## config.mk

```make
export PLATFORM = sky130hd
export DESIGN_NAME = axi_cache_bridge
export DESIGN_NICKNAME = d
export VERILOG_FILES = /design/src/rtl/axi_bridge_pkg.sv /design/src/rtl/axi_read_port.sv /design/src/rtl/axi_write_port.sv /design/src/rtl/axi_cache_bridge.sv
export SDC_FILE = /design/constraint.sdc
export NUM_CORES = 1
export LEC_CHECK = 0
export ABC_CLOCK_PERIOD_IN_PS = 21000
export BUFFER_PORTS_ARGS = -buffer_cell sky130_fd_sc_hd__buf_2
export CORE_AREA = 2 2 354 356
export CTS_BUF_LIST = sky130_fd_sc_hd__clkbuf_2 sky130_fd_sc_hd__clkbuf_4 sky130_fd_sc_hd__clkbuf_8
export DETAILED_ROUTE_END_ITERATION = 7
export DIE_AREA = 0 0 356 358
export RECOVER_POWER = 100
export SLEW_MARGIN = 0
export SYNTH_ARGS = -nofsm -noshare
export SYNTH_HDL_FRONTEND = slang
export SYNTH_SLANG_ARGS = --single-unit
```

## constraint.sdc

```tcl
create_clock -name clk -period 21 [get_ports clk]
set_clock_uncertainty 0.1 [all_clocks]
set_input_delay 4.2 -clock clk [delete_from_list [all_inputs] [get_ports clk]]
set_output_delay 4.2 -clock clk [all_outputs]
set_load 0.02 [all_outputs]
```

## src/rtl/axi_bridge_pkg.sv

```systemverilog
`default_nettype none

package axi_bridge_pkg;

	localparam int ADDR_W = 32;
	localparam int DATA_W = 32;
	localparam int LINE_BEATS = 16;
	localparam int LINE_W = LINE_BEATS * DATA_W; // one cache line, 512 bits
	localparam int BEAT_CNT_W = 4;

	// AXI3 length codes, beats minus one
	localparam logic [3:0] LEN_LINE = 4'd15;
	localparam logic [3:0] LEN_SINGLE = 4'd0;

	localparam logic [1:0] BURST_FIXED = 2'd0;
	localparam logic [1:0] BURST_INCR = 2'd1;

	// read ids tell the returning beats apart
	localparam logic [3:0] ID_ICACHE = 4'd0;
	localparam logic [3:0] ID_DCACHE = 4'd1;

	typedef enum logic [1:0]
	{
		RD_IDLE,
		RD_REQ,
		RD_RESP,
		RD_FINISH
	} rd_state_t;

	typedef enum logic [2:0]
	{
		WR_IDLE,
		WR_REQ,
		WR_DATA,
		WR_RESP,
		WR_FINISH
	} wr_state_t;

endpackage

`default_nettype wire

```

## src/rtl/axi_read_port.sv

```systemverilog
`timescale 1ns/1ps
`default_nettype none

module axi_read_port import axi_bridge_pkg::*;
(
	input wire clk,
	input wire rst,
	input wire wr_busy,

	input wire icache_rd_req,
	input wire [2:0] icache_rd_type,
	input wire [ADDR_W-1:0] icache_rd_addr,
	output logic icache_rd_rdy,
	output logic icache_ret_valid,
	output logic icache_ret_last,
	output logic [DATA_W-1:0] icache_ret_data,

	input wire dcache_rd_req,
	input wire [2:0] dcache_rd_type,
	input wire [ADDR_W-1:0] dcache_rd_addr,
	input wire dcache_rd_uncached,
	output logic dcache_rd_rdy,
	output logic dcache_ret_valid,
	output logic dcache_ret_last,
	output logic [DATA_W-1:0] dcache_ret_data,

	output logic arvalid,
	output logic [3:0] arid,
	output logic [ADDR_W-1:0] araddr,
	output logic [3:0] arlen,
	output logic [2:0] arsize,
	output logic [1:0] arburst,
	input wire arready,

	input wire rvalid,
	input wire [3:0] rid,
	input wire [DATA_W-1:0] rdata,
	input wire rlast
);

	rd_state_t state;
	rd_state_t state_nxt;
	logic can_accept;
	logic icache_acc;
	logic dcache_acc;
	logic beat_ok;

	// finish behaves like idle, a new read may start right away
	assign can_accept = (state == RD_IDLE || state == RD_FINISH) && !wr_busy;
	assign icache_rd_rdy = can_accept;
	assign dcache_rd_rdy = can_accept && !icache_rd_req; // icache has priority

	assign icache_acc = icache_rd_req && icache_rd_rdy;
	assign dcache_acc = dcache_rd_req && dcache_rd_rdy;

	always_comb
	begin
		state_nxt = state;
		case (state)
			RD_IDLE, RD_FINISH:
			begin
				if (icache_acc || dcache_acc)
					state_nxt = RD_REQ;
				else
					state_nxt = RD_IDLE;
			end
			RD_REQ:
			begin
				if (arready)
					state_nxt = RD_RESP;
			end
			RD_RESP:
			begin
				if (rvalid && rlast)
					state_nxt = RD_FINISH;
			end
			default: state_nxt = RD_IDLE;
		endcase
	end

	always_ff @(posedge clk)
	begin
		if (!rst)
			state <= RD_IDLE;
		else
			state <= state_nxt;
	end

	// AR fields latched at acceptance, held through the address phase
	always_ff @(posedge clk)
	begin
		if (icache_acc)
		begin
			arid <= ID_ICACHE;
			araddr <= icache_rd_addr;
			arsize <= icache_rd_type;
			arlen <= LEN_LINE; // instruction fetch is always a full line
			arburst <= BURST_INCR;
		end
		else if (dcache_acc)
		begin
			arid <= ID_DCACHE;
			araddr <= dcache_rd_addr;
			arsize <= dcache_rd_type;
			arlen <= dcache_rd_uncached ? LEN_SINGLE : LEN_LINE;
			arburst <= dcache_rd_uncached ? BURST_FIXED : BURST_INCR;
		end
	end

	assign arvalid = (state == RD_REQ);

	// route each R beat by its id
	assign beat_ok = (state == RD_RESP) && rvalid;
	assign icache_ret_valid = beat_ok && (rid == ID_ICACHE);
	assign dcache_ret_valid = beat_ok && (rid == ID_DCACHE);
	assign icache_ret_last = icache_ret_valid && rlast;
	assign dcache_ret_last = dcache_ret_valid && rlast;
	assign icache_ret_data = rdata;
	assign dcache_ret_data = rdata;

endmodule

`default_nettype wire

```

## src/rtl/axi_write_port.sv

```systemverilog
`timescale 1ns/1ps
`default_nettype none

module axi_write_port import axi_bridge_pkg::*;
(
	input wire clk,
	input wire rst,

	input wire wr_req,
	input wire [2:0] wr_type,
	input wire [ADDR_W-1:0] wr_addr,
	input wire [3:0] wr_wstrb,
	input wire [LINE_W-1:0] wr_line,
	input wire [DATA_W-1:0] wr_word,
	input wire wr_uncached,
	output logic wr_rdy,
	output logic wr_busy,

	output logic awvalid,
	output logic [ADDR_W-1:0] awaddr,
	output logic [3:0] awlen,
	output logic [2:0] awsize,
	output logic [1:0] awburst,
	input wire awready,

	output logic wvalid,
	output logic [DATA_W-1:0] wdata,
	output logic [3:0] wstrb,
	output logic wlast,
	input wire wready,

	input wire bvalid
);

	wr_state_t state;
	wr_state_t state_nxt;
	logic accept;
	logic beat_done;
	logic uncached_q;
	logic [BEAT_CNT_W-1:0] beat_cnt;
	logic [LINE_W-1:0] line_buf;

	assign wr_rdy = (state == WR_IDLE || state == WR_FINISH);
	assign accept = wr_req && wr_rdy;
	assign beat_done = wvalid && wready;

	// keeps reads off the bus until the B response is in
	assign wr_busy = (state == WR_REQ) || (state == WR_DATA) || (state == WR_RESP);

	always_comb
	begin
		state_nxt = state;
		case (state)
			WR_IDLE, WR_FINISH:
			begin
				if (accept)
					state_nxt = WR_REQ;
				else
					state_nxt = WR_IDLE;
			end
			WR_REQ:
			begin
				if (awready)
					state_nxt = WR_DATA;
			end
			WR_DATA:
			begin
				if (beat_done && wlast)
					state_nxt = WR_RESP;
			end
			WR_RESP:
			begin
				if (bvalid)
					state_nxt = WR_FINISH;
			end
			default: state_nxt = WR_IDLE;
		endcase
	end

	always_ff @(posedge clk)
	begin
		if (!rst)
			state <= WR_IDLE;
		else
			state <= state_nxt;
	end

	always_ff @(posedge clk)
	begin
		if (!rst)
			beat_cnt <= '0;
		else if (accept)
			beat_cnt <= '0;
		else if (beat_done)
			beat_cnt <= beat_cnt + 1'b1;
	end

	// write payload, captured in one cycle
	always_ff @(posedge clk)
	begin
		if (accept)
		begin
			awaddr <= wr_addr;
			awsize <= wr_type;
			wstrb <= wr_wstrb;
			uncached_q <= wr_uncached;
			// uncached word sits in the low slot so wdata needs one source
			if (wr_uncached)
				line_buf <= {{(LINE_W-DATA_W){1'b0}}, wr_word};
			else
				line_buf <= wr_line;
		end
		else if (beat_done)
		begin
			line_buf <= {{DATA_W{1'b0}}, line_buf[LINE_W-1:DATA_W]}; // next word down
		end
	end

	assign awvalid = (state == WR_REQ);
	assign awlen = uncached_q ? LEN_SINGLE : LEN_LINE;
	assign awburst = uncached_q ? BURST_FIXED : BURST_INCR;

	assign wvalid = (state == WR_DATA);
	assign wdata = line_buf[DATA_W-1:0]; // low word goes first
	assign wlast = uncached_q || (beat_cnt == BEAT_CNT_W'(LINE_BEATS - 1));

endmodule

`default_nettype wire

```

## src/rtl/axi_cache_bridge.sv

```systemverilog
`timescale 1ns/1ps
`default_nettype none

module axi_cache_bridge import axi_bridge_pkg::*;
(
	input wire clk,
	input wire rst,

	// instruction cache reads
	input wire icache_rd_req,
	input wire [2:0] icache_rd_type,
	input wire [ADDR_W-1:0] icache_rd_addr,
	output logic icache_rd_rdy,
	output logic icache_ret_valid,
	output logic icache_ret_last,
	output logic [DATA_W-1:0] icache_ret_data,

	// data cache reads
	input wire dcache_rd_req,
	input wire [2:0] dcache_rd_type,
	input wire [ADDR_W-1:0] dcache_rd_addr,
	input wire dcache_rd_uncached,
	output logic dcache_rd_rdy,
	output logic dcache_ret_valid,
	output logic dcache_ret_last,
	output logic [DATA_W-1:0] dcache_ret_data,

	// data cache writes
	input wire dcache_wr_req,
	input wire [2:0] dcache_wr_type,
	input wire [ADDR_W-1:0] dcache_wr_addr,
	input wire [3:0] dcache_wr_wstrb,
	input wire [LINE_W-1:0] dcache_wr_line,
	input wire [DATA_W-1:0] dcache_wr_word,
	input wire dcache_wr_uncached,
	output logic dcache_wr_rdy,

	output logic arvalid,
	output logic [3:0] arid,
	output logic [ADDR_W-1:0] araddr,
	output logic [3:0] arlen,
	output logic [2:0] arsize,
	output logic [1:0] arburst,
	input wire arready,

	input wire rvalid,
	input wire [3:0] rid,
	input wire [DATA_W-1:0] rdata,
	input wire rlast,

	output logic awvalid,
	output logic [ADDR_W-1:0] awaddr,
	output logic [3:0] awlen,
	output logic [2:0] awsize,
	output logic [1:0] awburst,
	input wire awready,

	output logic wvalid,
	output logic [DATA_W-1:0] wdata,
	output logic [3:0] wstrb,
	output logic wlast,
	input wire wready,

	input wire bvalid
);

	logic wr_busy; // write in flight, blocks new reads

	axi_read_port axi_read_port_inst
	(
		.clk(clk),
		.rst(rst),
		.wr_busy(wr_busy),
		.icache_rd_req(icache_rd_req),
		.icache_rd_type(icache_rd_type),
		.icache_rd_addr(icache_rd_addr),
		.icache_rd_rdy(icache_rd_rdy),
		.icache_ret_valid(icache_ret_valid),
		.icache_ret_last(icache_ret_last),
		.icache_ret_data(icache_ret_data),
		.dcache_rd_req(dcache_rd_req),
		.dcache_rd_type(dcache_rd_type),
		.dcache_rd_addr(dcache_rd_addr),
		.dcache_rd_uncached(dcache_rd_uncached),
		.dcache_rd_rdy(dcache_rd_rdy),
		.dcache_ret_valid(dcache_ret_valid),
		.dcache_ret_last(dcache_ret_last),
		.dcache_ret_data(dcache_ret_data),
		.arvalid(arvalid),
		.arid(arid),
		.araddr(araddr),
		.arlen(arlen),
		.arsize(arsize),
		.arburst(arburst),
		.arready(arready),
		.rvalid(rvalid),
		.rid(rid),
		.rdata(rdata),
		.rlast(rlast)
	);

	axi_write_port axi_write_port_inst
	(
		.clk(clk),
		.rst(rst),
		.wr_req(dcache_wr_req),
		.wr_type(dcache_wr_type),
		.wr_addr(dcache_wr_addr),
		.wr_wstrb(dcache_wr_wstrb),
		.wr_line(dcache_wr_line),
		.wr_word(dcache_wr_word),
		.wr_uncached(dcache_wr_uncached),
		.wr_rdy(dcache_wr_rdy),
		.wr_busy(wr_busy),
		.awvalid(awvalid),
		.awaddr(awaddr),
		.awlen(awlen),
		.awsize(awsize),
		.awburst(awburst),
		.awready(awready),
		.wvalid(wvalid),
		.wdata(wdata),
		.wstrb(wstrb),
		.wlast(wlast),
		.wready(wready),
		.bvalid(bvalid)
	);

endmodule

`default_nettype wire

```

### Word level (Yosys, flattened, before mapping)

Index checks and enable logic that the tools add are counted.

* register bits: 603
* output and inout bits: 197
* input bits: 702

* equality and inequality tests: 14
* $add $sub $neg: 1
* multiplexer cells: 20
* bitwise operators: 1
* reductions and logical operators: 31

Operator list (number)
* $mux 512: 3
* $mux 32: 2
* $mux 3: 5
* $logic_and 1x1->1: 13
* $pmux 3 s4: 1
* $mux 4: 2
* $eq 3x2->1 const B: 2
* $logic_or 1x1->1: 6
* $ne 2x1->1 const B: 3
* $pmux 2 s3: 1
* $reduce_or 2->1: 3
* $add 4x1->4 const B: 1
* $eq 2x2->1 const B: 2
* $eq 4x1->1 const B: 1
* $eq 4x4->1 const B: 1
* $logic_not 4->1: 1
* $mux 1: 4
* $mux 2: 2
* $ne 2x2->1 const B: 2
* $reduce_bool 2->1: 2
* $eq 3x1->1 const B: 1
* $eq 3x3->1 const B: 1
* $logic_not 3->1: 1
* $reduce_and 3->1: 1
* 5 further kinds: 6

### Logic depth before layout (Yosys ltp)

Gate-level depths: netlist of the first run.

* depth after elaboration: 10
* mapped depth: 7

### Hierarchy

A second synthesis of the first run with hierarchy kept.

* cell total of the unflattened synthesis: 1508
* area total of the unflattened synthesis: 25446.9 um2

By module, submodules not included
* axi_write_port: times used 1, area an instance 22990.8 um2, cells each 1327, sequential area each 16716.0 um2
* axi_read_port: times used 1, area an instance 2456.1 um2, cells each 181, sequential area each 1131.1 um2

### Worst setup path after synthesis of the first run

OpenSTA, ideal clock, no wires.

* path kind: input to register
* start: in dcache_wr_req
* end: reg axi_write_port_inst.line_buf[0] (enable)
* path buffers: 3
* stages: 5
* arrival: 13267 ps
* slack: 3977 ps
* path through: or3b_4 > buf_6 > buf_6 > clkbuf_1 > nand2_1

* word-level cells in the longest chain between the ends: 2

RTL lines
* from (decl): line axi_cache_bridge.sv:29 `input wire dcache_wr_req,`
* $logic_and 1x1->1: line axi_write_port.sv:44 `assign accept = wr_req && wr_rdy;`
* $reduce_bool 2->1 (no source line)
* to (signal assigned): line axi_write_port.sv:109 `line_buf <= {{(LINE_W-DATA_W){1'b0}}, wr_word};`
* to (signal assigned): line axi_write_port.sv:111 `line_buf <= wr_line;`
* to (signal assigned): line axi_write_port.sv:115 `line_buf <= {{DATA_W{1'b0}}, line_buf[LINE_W-1:DATA_W]};`
* to (decl): line axi_write_port.sv:41 `logic [LINE_W-1:0] line_buf;`

No other way between the ends.
A chain may end at the register's enable or synchronous reset.

### Worst setup path after layout of the first run

* start: in dcache_wr_req
* end: reg axi_write_port_inst.line_buf[411] (enable)

Same word-level chain as after synthesis.

==> results of run 1 <==
==> cell usage after synthesis, types with 5 or more instances <==
library cell	number
nor2_1	8
nand2_1	38
mux2_2	35
buf_6	55
buf_4	124
inv_1	8
mux2i_1	33
buf_2	33
clkbuf_1	15
edfxtp_1	587
a22o_1	448
o21ai_0	34
and2_1	34
dfxtp_1	11
nand2b_1	5
==> path summary, 6_finish.rpt <==
kind | endpoint | cells past startpoint | slack, ns
hold reg to reg | axi_write_port_inst.beat_cnt[3] | 2 | 0.40
setup reg to reg | axi_write_port_inst.line_buf[411] | 3 | 9.84
hold / removal | axi_write_port_inst.beat_cnt[3] | 2 | 0.40
setup / recovery | axi_write_port_inst.line_buf[411] | 4 | 6.76
==> sequential cells by signal (all words and copies together) (netlist names) <==
| signal | count |
|---|---|
| axi_read_port_inst.arid | 1 |
| axi_read_port_inst.arsize | 3 |
| axi_read_port_inst.arlen | 1 |
| axi_read_port_inst.state | 2 |
| axi_write_port_inst.awaddr | 32 |
| axi_write_port_inst.awsize | 3 |
| axi_read_port_inst.araddr | 32 |
| axi_write_port_inst.wstrb | 4 |
| axi_write_port_inst.state | 3 |
| axi_write_port_inst.uncached_q | 1 |
| axi_write_port_inst.beat_cnt | 4 |
| axi_write_port_inst.line_buf | 512 |
==> metrics by stage <==
| stage | instance area, µm² | total power, W | setup WS, ns | std cells |
|---|---|---|---|---|
| after CTS | 31600 | 0.00338 | 11.47 | 3914 |
| after global placement | 29600 | 0.00228 | 11.46 | 3733 |
| after floorplan | 25200 | 0.00217 | 3.98 | 1509 |
| after global routing | 31400 | 0.00349 | 5.83 | 3927 |
| after detailed placement | 29600 | 0.00229 | 11.48 | 3733 |
| final | 31500 | 0.00333 | 6.76 | 3940 |
==> layer usage <==
| metal | share of wire | up-vias | wire length, µm | GRT usage |
|---|---|---|---|---|
| li1 | - | 7431 | - | - |
| met3 | 0.10 | 213 | 8530 | 0.0539 |
| met5 | 0.0039 | - | 320 | 0 |
| met2 | 0.48 | 769 | 39800 | 0.201 |
| met1 | 0.37 | 7711 | 30700 | 0.137 |
| met4 | 0.035 | 54 | 2850 | 0.0542 |
==> cell families (layout without fill, tap and decap cells) <==
family	count (synthesis)	count (layout)
xor gates and xnor gates	1	1
other	1	31
adders and majority gates	3	3
muxes	68	68
and+or+nand+nor	99	99
AOI/OAI and AO/OA	498	498
DFF	598	598
buffers and inverters	237	1005
==> area by class of cell <==
cell class | count | area, µm² | area share
Clock inverter | 41 | 309 | 0.00982
Sequential cell | 598 | 17800 | 0.567
Multi-Input combinational cell | 674 | 5520 | 0.175
Timing Repair Buffer | 816 | 3930 | 0.125
Inverter | 8 | 30.0 | 0.000954
Antenna cell | 26 | 65.1 | 0.00207
Tap cell | 1637 | 2050 | 0.0651
Clock buffer | 140 | 1720 | 0.0547
==> worst max-delay path, delay by kind of cell <==
kind	cells	cell delay, ns
buf+inv	2	5.92
simple gates	2	3.69
==> power breakdown <==
part	switching, W	internal, W	leakage, nW	total, W
clock	0.000492	0.000579	1.07	0.00107
sequential	0.0000850	0.00161	5.83	0.00170
combinational	0.000340	0.000226	5.12	0.000566
total	0.000917	0.00242	12.0	0.00333
==> impl_metrics.ini, run 1 <==
[job]
drv_cap = 17

[routing]
drt_first_iter_violations = 1175
drt-total-wl_mm = 82.2
detail_route.drc_violations = 0
drt-wirelength-per-cell_um = 20.9
via_density_per_instance = 4.11
routed-via-count = 16178
drt_pre_antenna_iters = 5
ant_nets = 0

[grt]
grt_overflow = 0
first_global_vias = 15992
grt_pass1_wl_mm = 111
antenna_found_initial = 70
grt_max_degree = 169
global_route.usage.total = 0.122

[sta]
timing.final.crit_share = 0.678
rsz0062_at_grt = false
fin_crit_ns = 14.24
finalHoldWorstSlack_ns = 0.397
slew-limit-headroom = -4.61
totalNegativeSetupSlack_ns = 0
max_clock_freq_mhz = 70.2
worst_margin_pin_slew_ns = 8.42
setup_viol = 0
report.final.hold_viol_count = 0
slew_violations = 1132

[synth]
synth-seq-area-share = 0.709
yosys.area_share.simple = 0.0203
synth_top_cell_by_area = edfxtp_1
muxShareOfSynthArea = 0.0288
avg_cell_area_syn_um2 = 16.7
netlist_top_cells_area = edfxtp_1 70%, a22o_1 16%, buf_4 3.7%
synthXorXnorAreaFrac = 0.000348
synth.top_cell.area_share = 0.700
synth_adder_area_share = 0.00149
ys_warn_count = 0
synth_flop_cell = edfxtp_1
synth-edff-count = 587
yosysUniqueCellTypes = 41
number_of_synthesized_register_bits = 598
synth-async-reset-ratio = 0
synthesis.instances = 1505
post_synth_instance_area_um2 = 25200
main_combinational_cell_family_by_area_after_synthesis = compound AO/OA/AOI/OAI gates
synth_compound_area_frac = 0.168

[critical_path]
critPathMaxFanout = 153
critical_path.cell_chain = clkbuf_1, or3b_1, nand2_1, clkbuf_1
worst_setup_path_end_kind = flop
critical-path-slowest-cell = clkbuf_1
timing.critical_path.mode_cell = clkbuf_1
critical_path_class = in -> reg
critical_path.reg2reg.startpoint = axi_write_port_inst.state[0]
setup.worst_path.start_class = primary input
worstPathArrival_ns = 14.24
slowest_delay_ns = 5.82
timing.critical_path.required_ns = 21.01
launching_instance_or_port_of_the_critical_path = dcache_wr_req

[cells_and_area]
final_nets = 2907
post_route_cells_drive_above_1_share = 0.376
n_fill_cell = 12907
layout-area-overhead-vs-synth_pct = 25.0
final_core_util = 0.255
most-common-layout-cells = 664 x buf_2, 587 x edfxtp_1, 448 x a22o_1
mostFrequentLayoutCell = buf_2

[pwr]
max-vdd-ir-drop_v = 0.0000673
power_density_nw_per_um2 = 106
p_leak_nw = 12.0

[floorplan]
fp.coreArea_um2 = 123000
num_io_pins = 899
die_width_um = 356
num_rows = 129
die_height_um = 358
die_area_um2 = 127000
initial_utilization = 0.204

[min_path]
min_from = axi_write_port_inst.beat_cnt[3]
min_path_type = reg -> reg

[clock_tree]
h-tree-depth = 3
clk_latency_ns = 0.76
cts-root-buf = clkbuf_8
clkTransAtPathRegs_ns = 0.06
cts.path.max_buffers = 3
cts_inserted_buffers = 104
tritoncts_num_sinks = 598
postCtsResizedCells = 0
ctsHoldBuffers = 0
post-cts-setup-buffer-count = 0
cts_tree = built

[placed_design]
placement.io_buffers = 797
place_congestion = 0.823
dp.final_hpwl_mm = 60.5

[status]
failing_checks = capacitance limit, slew limit
run_status = finished with violations
Note: power is estimated with default switching activity, not from simulation.
==> run 2, diff against run 1 <==
--- a/config.mk
+++ b/config.mk
@@ -5,7 +5,7 @@
 export SDC_FILE = /design/constraint.sdc
 export NUM_CORES = 1
 export LEC_CHECK = 0
-export ABC_CLOCK_PERIOD_IN_PS = 21000
+export ABC_CLOCK_PERIOD_IN_PS = 12700
 export BUFFER_PORTS_ARGS = -buffer_cell sky130_fd_sc_hd__buf_2
 export CORE_AREA = 2 2 354 356
 export CTS_BUF_LIST = sky130_fd_sc_hd__clkbuf_2 sky130_fd_sc_hd__clkbuf_4 sky130_fd_sc_hd__clkbuf_8
==> constraint.sdc (replaced) <==
create_clock -name clk -period 12.7 [get_ports clk]
set_clock_uncertainty 0.1 [all_clocks]
set_input_delay 2.54 -clock clk [delete_from_list [all_inputs] [get_ports clk]]
set_output_delay 2.54 -clock clk [all_outputs]
set_load 0.02 [all_outputs]
==> run 2 against run 1 <==
Net effect:
- the flow still finishes with violations (capacitance limit, slew limit)
- sequential power up 64%
- via count decreased by 0.54%
- die area is the same
- critical path depth is 2 higher
- critical endpoint is now axi_write_port_inst.line_buf[502]
- highest routed layer unchanged
==> impl_metrics.ini, run 2 (synthesis gave the netlist of run 1 again) <==
[pwr]
max-vdd-ir-drop_v = 0.000112
p_leak_nw = 12.1
power_density_nw_per_um2 = 176

[critical_path]
reg2reg_to = axi_write_port_inst.line_buf[502]
depth_of_the_worst_register_to_register_path = 5
critical_path_depth = 6
timing.critical_path.mode_cell = buf_12
critical_path_class = in -> reg
timing.critical_path.required_ns = 12.97
setup.worst_path.start_class = primary input
critPathMaxFanout = 164
worstPathArrival_ns = 8.89
slowest_delay_ns = 3.03
launching_instance_or_port_of_the_critical_path = dcache_wr_req
critical_path.reg2reg.startpoint = axi_write_port_inst.state[0]
critical-path-slowest-cell = nand2_1
path_delay_family = simple AND/OR/NAND/NOR gates
worst_setup_path_end_kind = flop
timing.critical_path.to = axi_write_port_inst.line_buf[502]
buffer_and_inverter_count_on_the_worst_path = 4
regToRegSetupSlack_ns = 5.44
critical_path.cell_chain = buf_2, or3b_1, buf_12, nand2_1, buf_4, buf_12

[floorplan]
initial_utilization = 0.204
die_width_um = 356
die_area_um2 = 127000
die_height_um = 358
num_io_pins = 899
num_rows = 129
fp.coreArea_um2 = 123000

[grt]
grt_max_degree = 187
global_route.usage.total = 0.123
antenna_found_initial = 56
first_global_vias = 16275
grt_overflow = 0
grt_pass1_wl_mm = 112

[sta]
report.final.hold_viol_count = 0
totalNegativeSetupSlack_ns = 0
setup_viol = 0
slew-limit-headroom = -1.83
timing.final.crit_share = 0.679
max_clock_freq_mhz = 116
slew_violations = 310
fin_crit_ns = 8.62
rsz0062_at_grt = false
worst_margin_pin_slew_ns = 4.25

[cells_and_area]
area_of_the_multi_input_gates_um2 = 5520
registers.top_by_ff_count = axi_write_port_inst.line_buf
mostFrequentLayoutCell = buf_2
final_cells = 3949
most-common-layout-cells = 662 x buf_2, 587 x edfxtp_1, 448 x a22o_1
n_fill_cell = 12937
layout-area-overhead-vs-synth_pct = 25.9
top_flop_regs = axi_write_port_inst.line_buf (512), axi_read_port_inst.araddr (32), axi_write_port_inst.awaddr (32)
final_nets = 2904
post_route_cells_drive_above_1_share = 0.385
largest_reg_flops = 512
regArea_um2 = 17800

[status]
run_status = finished with violations
failing_checks = capacitance limit, slew limit

[clock_tree]
cts-root-buf = clkbuf_8
clk_latency_ns = 0.80
cts.path.max_buffers = 3
ctsHoldBuffers = 0
tritoncts_num_sinks = 598
post-cts-setup-buffer-count = 0
clkTransAtPathRegs_ns = 0.06
cts_inserted_buffers = 105
postCtsResizedCells = 0
h-tree-depth = 3
cts_tree = built

[placed_design]
placement.io_buffers = 797
dp.final_hpwl_mm = 60.2
dpl.cell_count = 3729
place_congestion = 0.836

[routing]
routed-via-count = 16091
detail_route.drc_violations = 0
drt-wirelength-per-cell_um = 20.8
drt-total-wl_mm = 82.2
via_density_per_instance = 4.07
drt_pre_antenna_iters = 5
ant_nets = 0
drt_first_iter_violations = 1185

[min_path]
min_path_type = reg -> reg
whs_path_depth = 2

[job]
drv_cap = 5
run 2: tightest hold or removal path, stage by stage (launching register included):
cell,delay [ns]
edfxtp_1,0.32
nand2_1,0.04
o21ai_0,0.06
run 2: worst min path at each step:
stage | startpoint | end | slack, ns
2_1_floorplan | axi_write_port_inst.beat_cnt[3] | axi_write_port_inst.beat_cnt[3] | 0.36
3_3_place_gp | axi_write_port_inst.beat_cnt[3] | axi_write_port_inst.beat_cnt[3] | 0.37
3_5_place_dp | axi_write_port_inst.beat_cnt[3] | axi_write_port_inst.beat_cnt[3] | 0.40
4_1_cts | axi_write_port_inst.state[2] | axi_write_port_inst.state[1] | 0.41
5_1_grt | axi_write_port_inst.line_buf[258] | axi_write_port_inst.line_buf[226] | 0.43
6_report | axi_write_port_inst.line_buf[45] | axi_write_port_inst.line_buf[13] | 0.41
run 2: report_power, final:
part	internal (W)	switching (W)
registers	0.00265	0.000137
clock network	0.00100	0.000857
logic	0.000369	0.000566
total	0.00402	0.00156
run 2: layout make-up:
type,count,share of cell area
flip-flops and latches,598,0.563
multi-input cells,674,0.174
repair buffers,812,0.126
well taps,1637,0.0647
clock buffers,151,0.0575
clock inverters,46,0.0117
diodes,23,0.00182
inverters,8,0.000948
run 2: metrics by stage:
step,utilization,setup WS [ns],cell area (µm²),total power (W),hold WS (ns)
6_report,0.257,4.08,31700,0.00558,0.407
3_3_place_gp,0.240,6.35,29600,0.00377,0.366
3_5_place_dp,0.240,6.31,29600,0.00379,0.400
4_1_cts,0.258,6.48,31800,0.00568,0.407
2_1_floorplan,-,2.46,25200,0.00353,0.359
5_1_grt,0.257,3.54,31600,0.00584,0.427
run 2: routing by layer:
layer	track usage	up-vias	share of wire
met1	0.143	7687	0.38
met5	0	-	0.0030
met3	0.0469	171	0.10
met2	0.200	765	0.48
met4	0.0562	40	0.033
li1	-	7428	-
==> run 3, diff against run 2 <==
--- a/config.mk
+++ b/config.mk
@@ -5,7 +5,7 @@
 export SDC_FILE = /design/constraint.sdc
 export NUM_CORES = 1
 export LEC_CHECK = 0
-export ABC_CLOCK_PERIOD_IN_PS = 12700
+export ABC_CLOCK_PERIOD_IN_PS = 7300
 export BUFFER_PORTS_ARGS = -buffer_cell sky130_fd_sc_hd__buf_2
 export CORE_AREA = 2 2 354 356
 export CTS_BUF_LIST = sky130_fd_sc_hd__clkbuf_2 sky130_fd_sc_hd__clkbuf_4 sky130_fd_sc_hd__clkbuf_8
==> constraint.sdc (replaced) <==
create_clock -name clk -period 7.3 [get_ports clk]
set_clock_uncertainty 0.1 [all_clocks]
set_input_delay 1.46 -clock clk [delete_from_list [all_inputs] [get_ports clk]]
set_output_delay 1.46 -clock clk [all_outputs]
set_load 0.02 [all_outputs]
==> run 3 against run 2 <==
Net effect:
- the run still ends with capacitance limit, slew limit left
- sequential power increased by 74%
- clock-buffer cell count decreased by 6
- register-to-register slack got worse by 3.1 ns
- first-iteration DRC count increased by 2.4%
- clock power increased by 69%
- flip-flop and latch count unchanged
- final area decreased by 0.16%
- sequential share of layout area increased by 0.091 points
- worst hold slack got worse by 0.0099 ns
- critical endpoint is now axi_write_port_inst.line_buf[417]
- largest power group unchanged
==> impl_metrics.ini, run 3 (synthesis gave the netlist of run 1 again) <==
[routing]
drt_first_iter_violations = 1213
ant_nets = 0
drt-wirelength-per-cell_um = 21.4
route.met3.wl_mm = 8.57
detail_route.drc_violations = 0
drt-total-wl_mm = 84.7
drt_pre_antenna_iters = 4
routed-via-count = 16213
dr.max_layer_used = met5
via_density_per_instance = 4.11
met2WireLength_mm = 40.5
route.layer.met1.wl_mm = 31.8

[cells_and_area]
design_area_um2 = 31600
layout-area-overhead-vs-synth_pct = 25.7
n_fill_cell = 12943
post_route_cells_drive_above_1_share = 0.383
final_cells = 3949
regArea_um2 = 17800
top_flop_regs = axi_write_port_inst.line_buf (512), axi_read_port_inst.araddr (32), axi_write_port_inst.awaddr (32)
area_of_the_multi_input_gates_um2 = 5520
most-common-layout-cells = 662 x buf_2, 587 x edfxtp_1, 448 x a22o_1
registers.top_by_ff_count = axi_write_port_inst.line_buf
mostFrequentLayoutCell = buf_2
final_nets = 2911
largest_reg_flops = 512

[min_path]
min_path_type = reg -> reg
whs_path_depth = 1

[critical_path]
launching_instance_or_port_of_the_critical_path = dcache_wr_req
setup.worst_path.start_class = primary input
reg2reg_to = axi_write_port_inst.line_buf[171]
critical_path.cell_chain = clkbuf_1, or3b_1, buf_4, nand2_2, clkbuf_1
regToRegSetupSlack_ns = 2.33
timing.critical_path.to = axi_write_port_inst.line_buf[417]
worstPathArrival_ns = 5.54
depth_of_the_worst_register_to_register_path = 4
worst_setup_path_end_kind = flop
critPathMaxFanout = 95
timing.critical_path.mode_cell = clkbuf_1
timing.critical_path.required_ns = 7.57
slowest_delay_ns = 1.97
critical_path.reg2reg.startpoint = axi_write_port_inst.state[0]
critical_path_class = in -> reg
critical-path-slowest-cell = nand2_2

[sta]
report.final.hold_viol_count = 0
slew-limit-headroom = -0.834
setup_viol = 0
worst_margin_pin_slew_ns = 2.75
slew_violations = 420
timing.final.crit_share = 0.721
fin_crit_ns = 5.26
worst_slack_ns = 2.04
rsz0062_at_grt = false
max_clock_freq_mhz = 190
totalNegativeSetupSlack_ns = 0

[clock_tree]
h-tree-depth = 3
cts_inserted_buffers = 103
ctsHoldBuffers = 0
cts_tree = built
clkTransAtPathRegs_ns = 0.06
cts.path.max_buffers = 3
post-cts-setup-buffer-count = 0
cts-root-buf = clkbuf_8
tritoncts_num_sinks = 598
postCtsResizedCells = 0
clk_latency_ns = 0.80

[pwr]
power_density_nw_per_um2 = 304
p_leak_nw = 12.1
max-vdd-ir-drop_v = 0.000192

[placed_design]
placement.setup.worst_slack_ns = 2.84
post_dp_cell_area_um2 = 29700
dp.final_hpwl_mm = 63.0
placement.io_buffers = 797
place_congestion = 0.828
dpl.cell_count = 3738

[grt]
grt_overflow = 0
grt_pass1_wl_mm = 115
global_route.usage.total = 0.127
grt_max_degree = 186
first_global_vias = 16221
antenna_found_initial = 80

[floorplan]
fp.coreArea_um2 = 123000
die_height_um = 358
initial_utilization = 0.204
die_area_um2 = 127000
die_width_um = 356
num_io_pins = 899
num_rows = 129

[status]
run_status = finished with violations
failing_checks = capacitance limit, slew limit

[job]
drv_cap = 8
==> run 3: how the worst min path moves through the flow <==
stage | startpoint | to | slack, ns
5_1_grt | axi_write_port_inst.line_buf[193] | axi_write_port_inst.line_buf[161] | 0.43
2_1_floorplan | axi_write_port_inst.beat_cnt[3] | axi_write_port_inst.beat_cnt[3] | 0.36
6_report | axi_write_port_inst.line_buf[193] | axi_write_port_inst.line_buf[161] | 0.40
3_3_place_gp | axi_write_port_inst.beat_cnt[3] | axi_write_port_inst.beat_cnt[3] | 0.37
4_1_cts | axi_write_port_inst.beat_cnt[2] | axi_write_port_inst.beat_cnt[2] | 0.41
3_5_place_dp | axi_write_port_inst.beat_cnt[2] | axi_write_port_inst.beat_cnt[2] | 0.40
==> run 3: final cells by class <==
type                            instances  share of cell area
Sequential cell                       598               0.564
Multi-Input combinational cell        674               0.175
Timing Repair Buffer                  821               0.127
Tap cell                             1637              0.0648
Clock buffer                          145              0.0556
Clock inverter                         41              0.0104
Antenna cell                           25             0.00198
Inverter                                8            0.000950
==> run 3: metal layers <==
layer  GRT usage  up-vias
li1            -     7441
met1       0.141     7708
met2       0.208      789
met3      0.0560      219
met4      0.0605       56
met5           0        -
==> run 3: report_power, final <==
| group | internal, W | switching, W |
|---|---|---|
| Sequential | 0.00459 | 0.000246 |
| Combinational | 0.000647 | 0.000975 |
| Clock | 0.00168 | 0.00147 |
| Total | 0.00692 | 0.00269 |
==> run 3: stage by stage <==
| stage | utilization | hold slack [ns] | total power (W) |
|---|---|---|---|
| 2_1_floorplan | - | 0.359 | 0.00608 |
| 3_3_place_gp | 0.241 | 0.365 | 0.00656 |
| 3_5_place_dp | 0.241 | 0.397 | 0.00659 |
| 4_1_cts | 0.258 | 0.407 | 0.00980 |
| 5_1_grt | 0.256 | 0.434 | 0.0101 |
| 6_report | 0.256 | 0.397 | 0.00961 |
==> run 3: worst max-delay path, delay by kind of cell <==
kind          cells  cell delay (ns)
simple gates      2             2.62
buf+inv           3             1.33
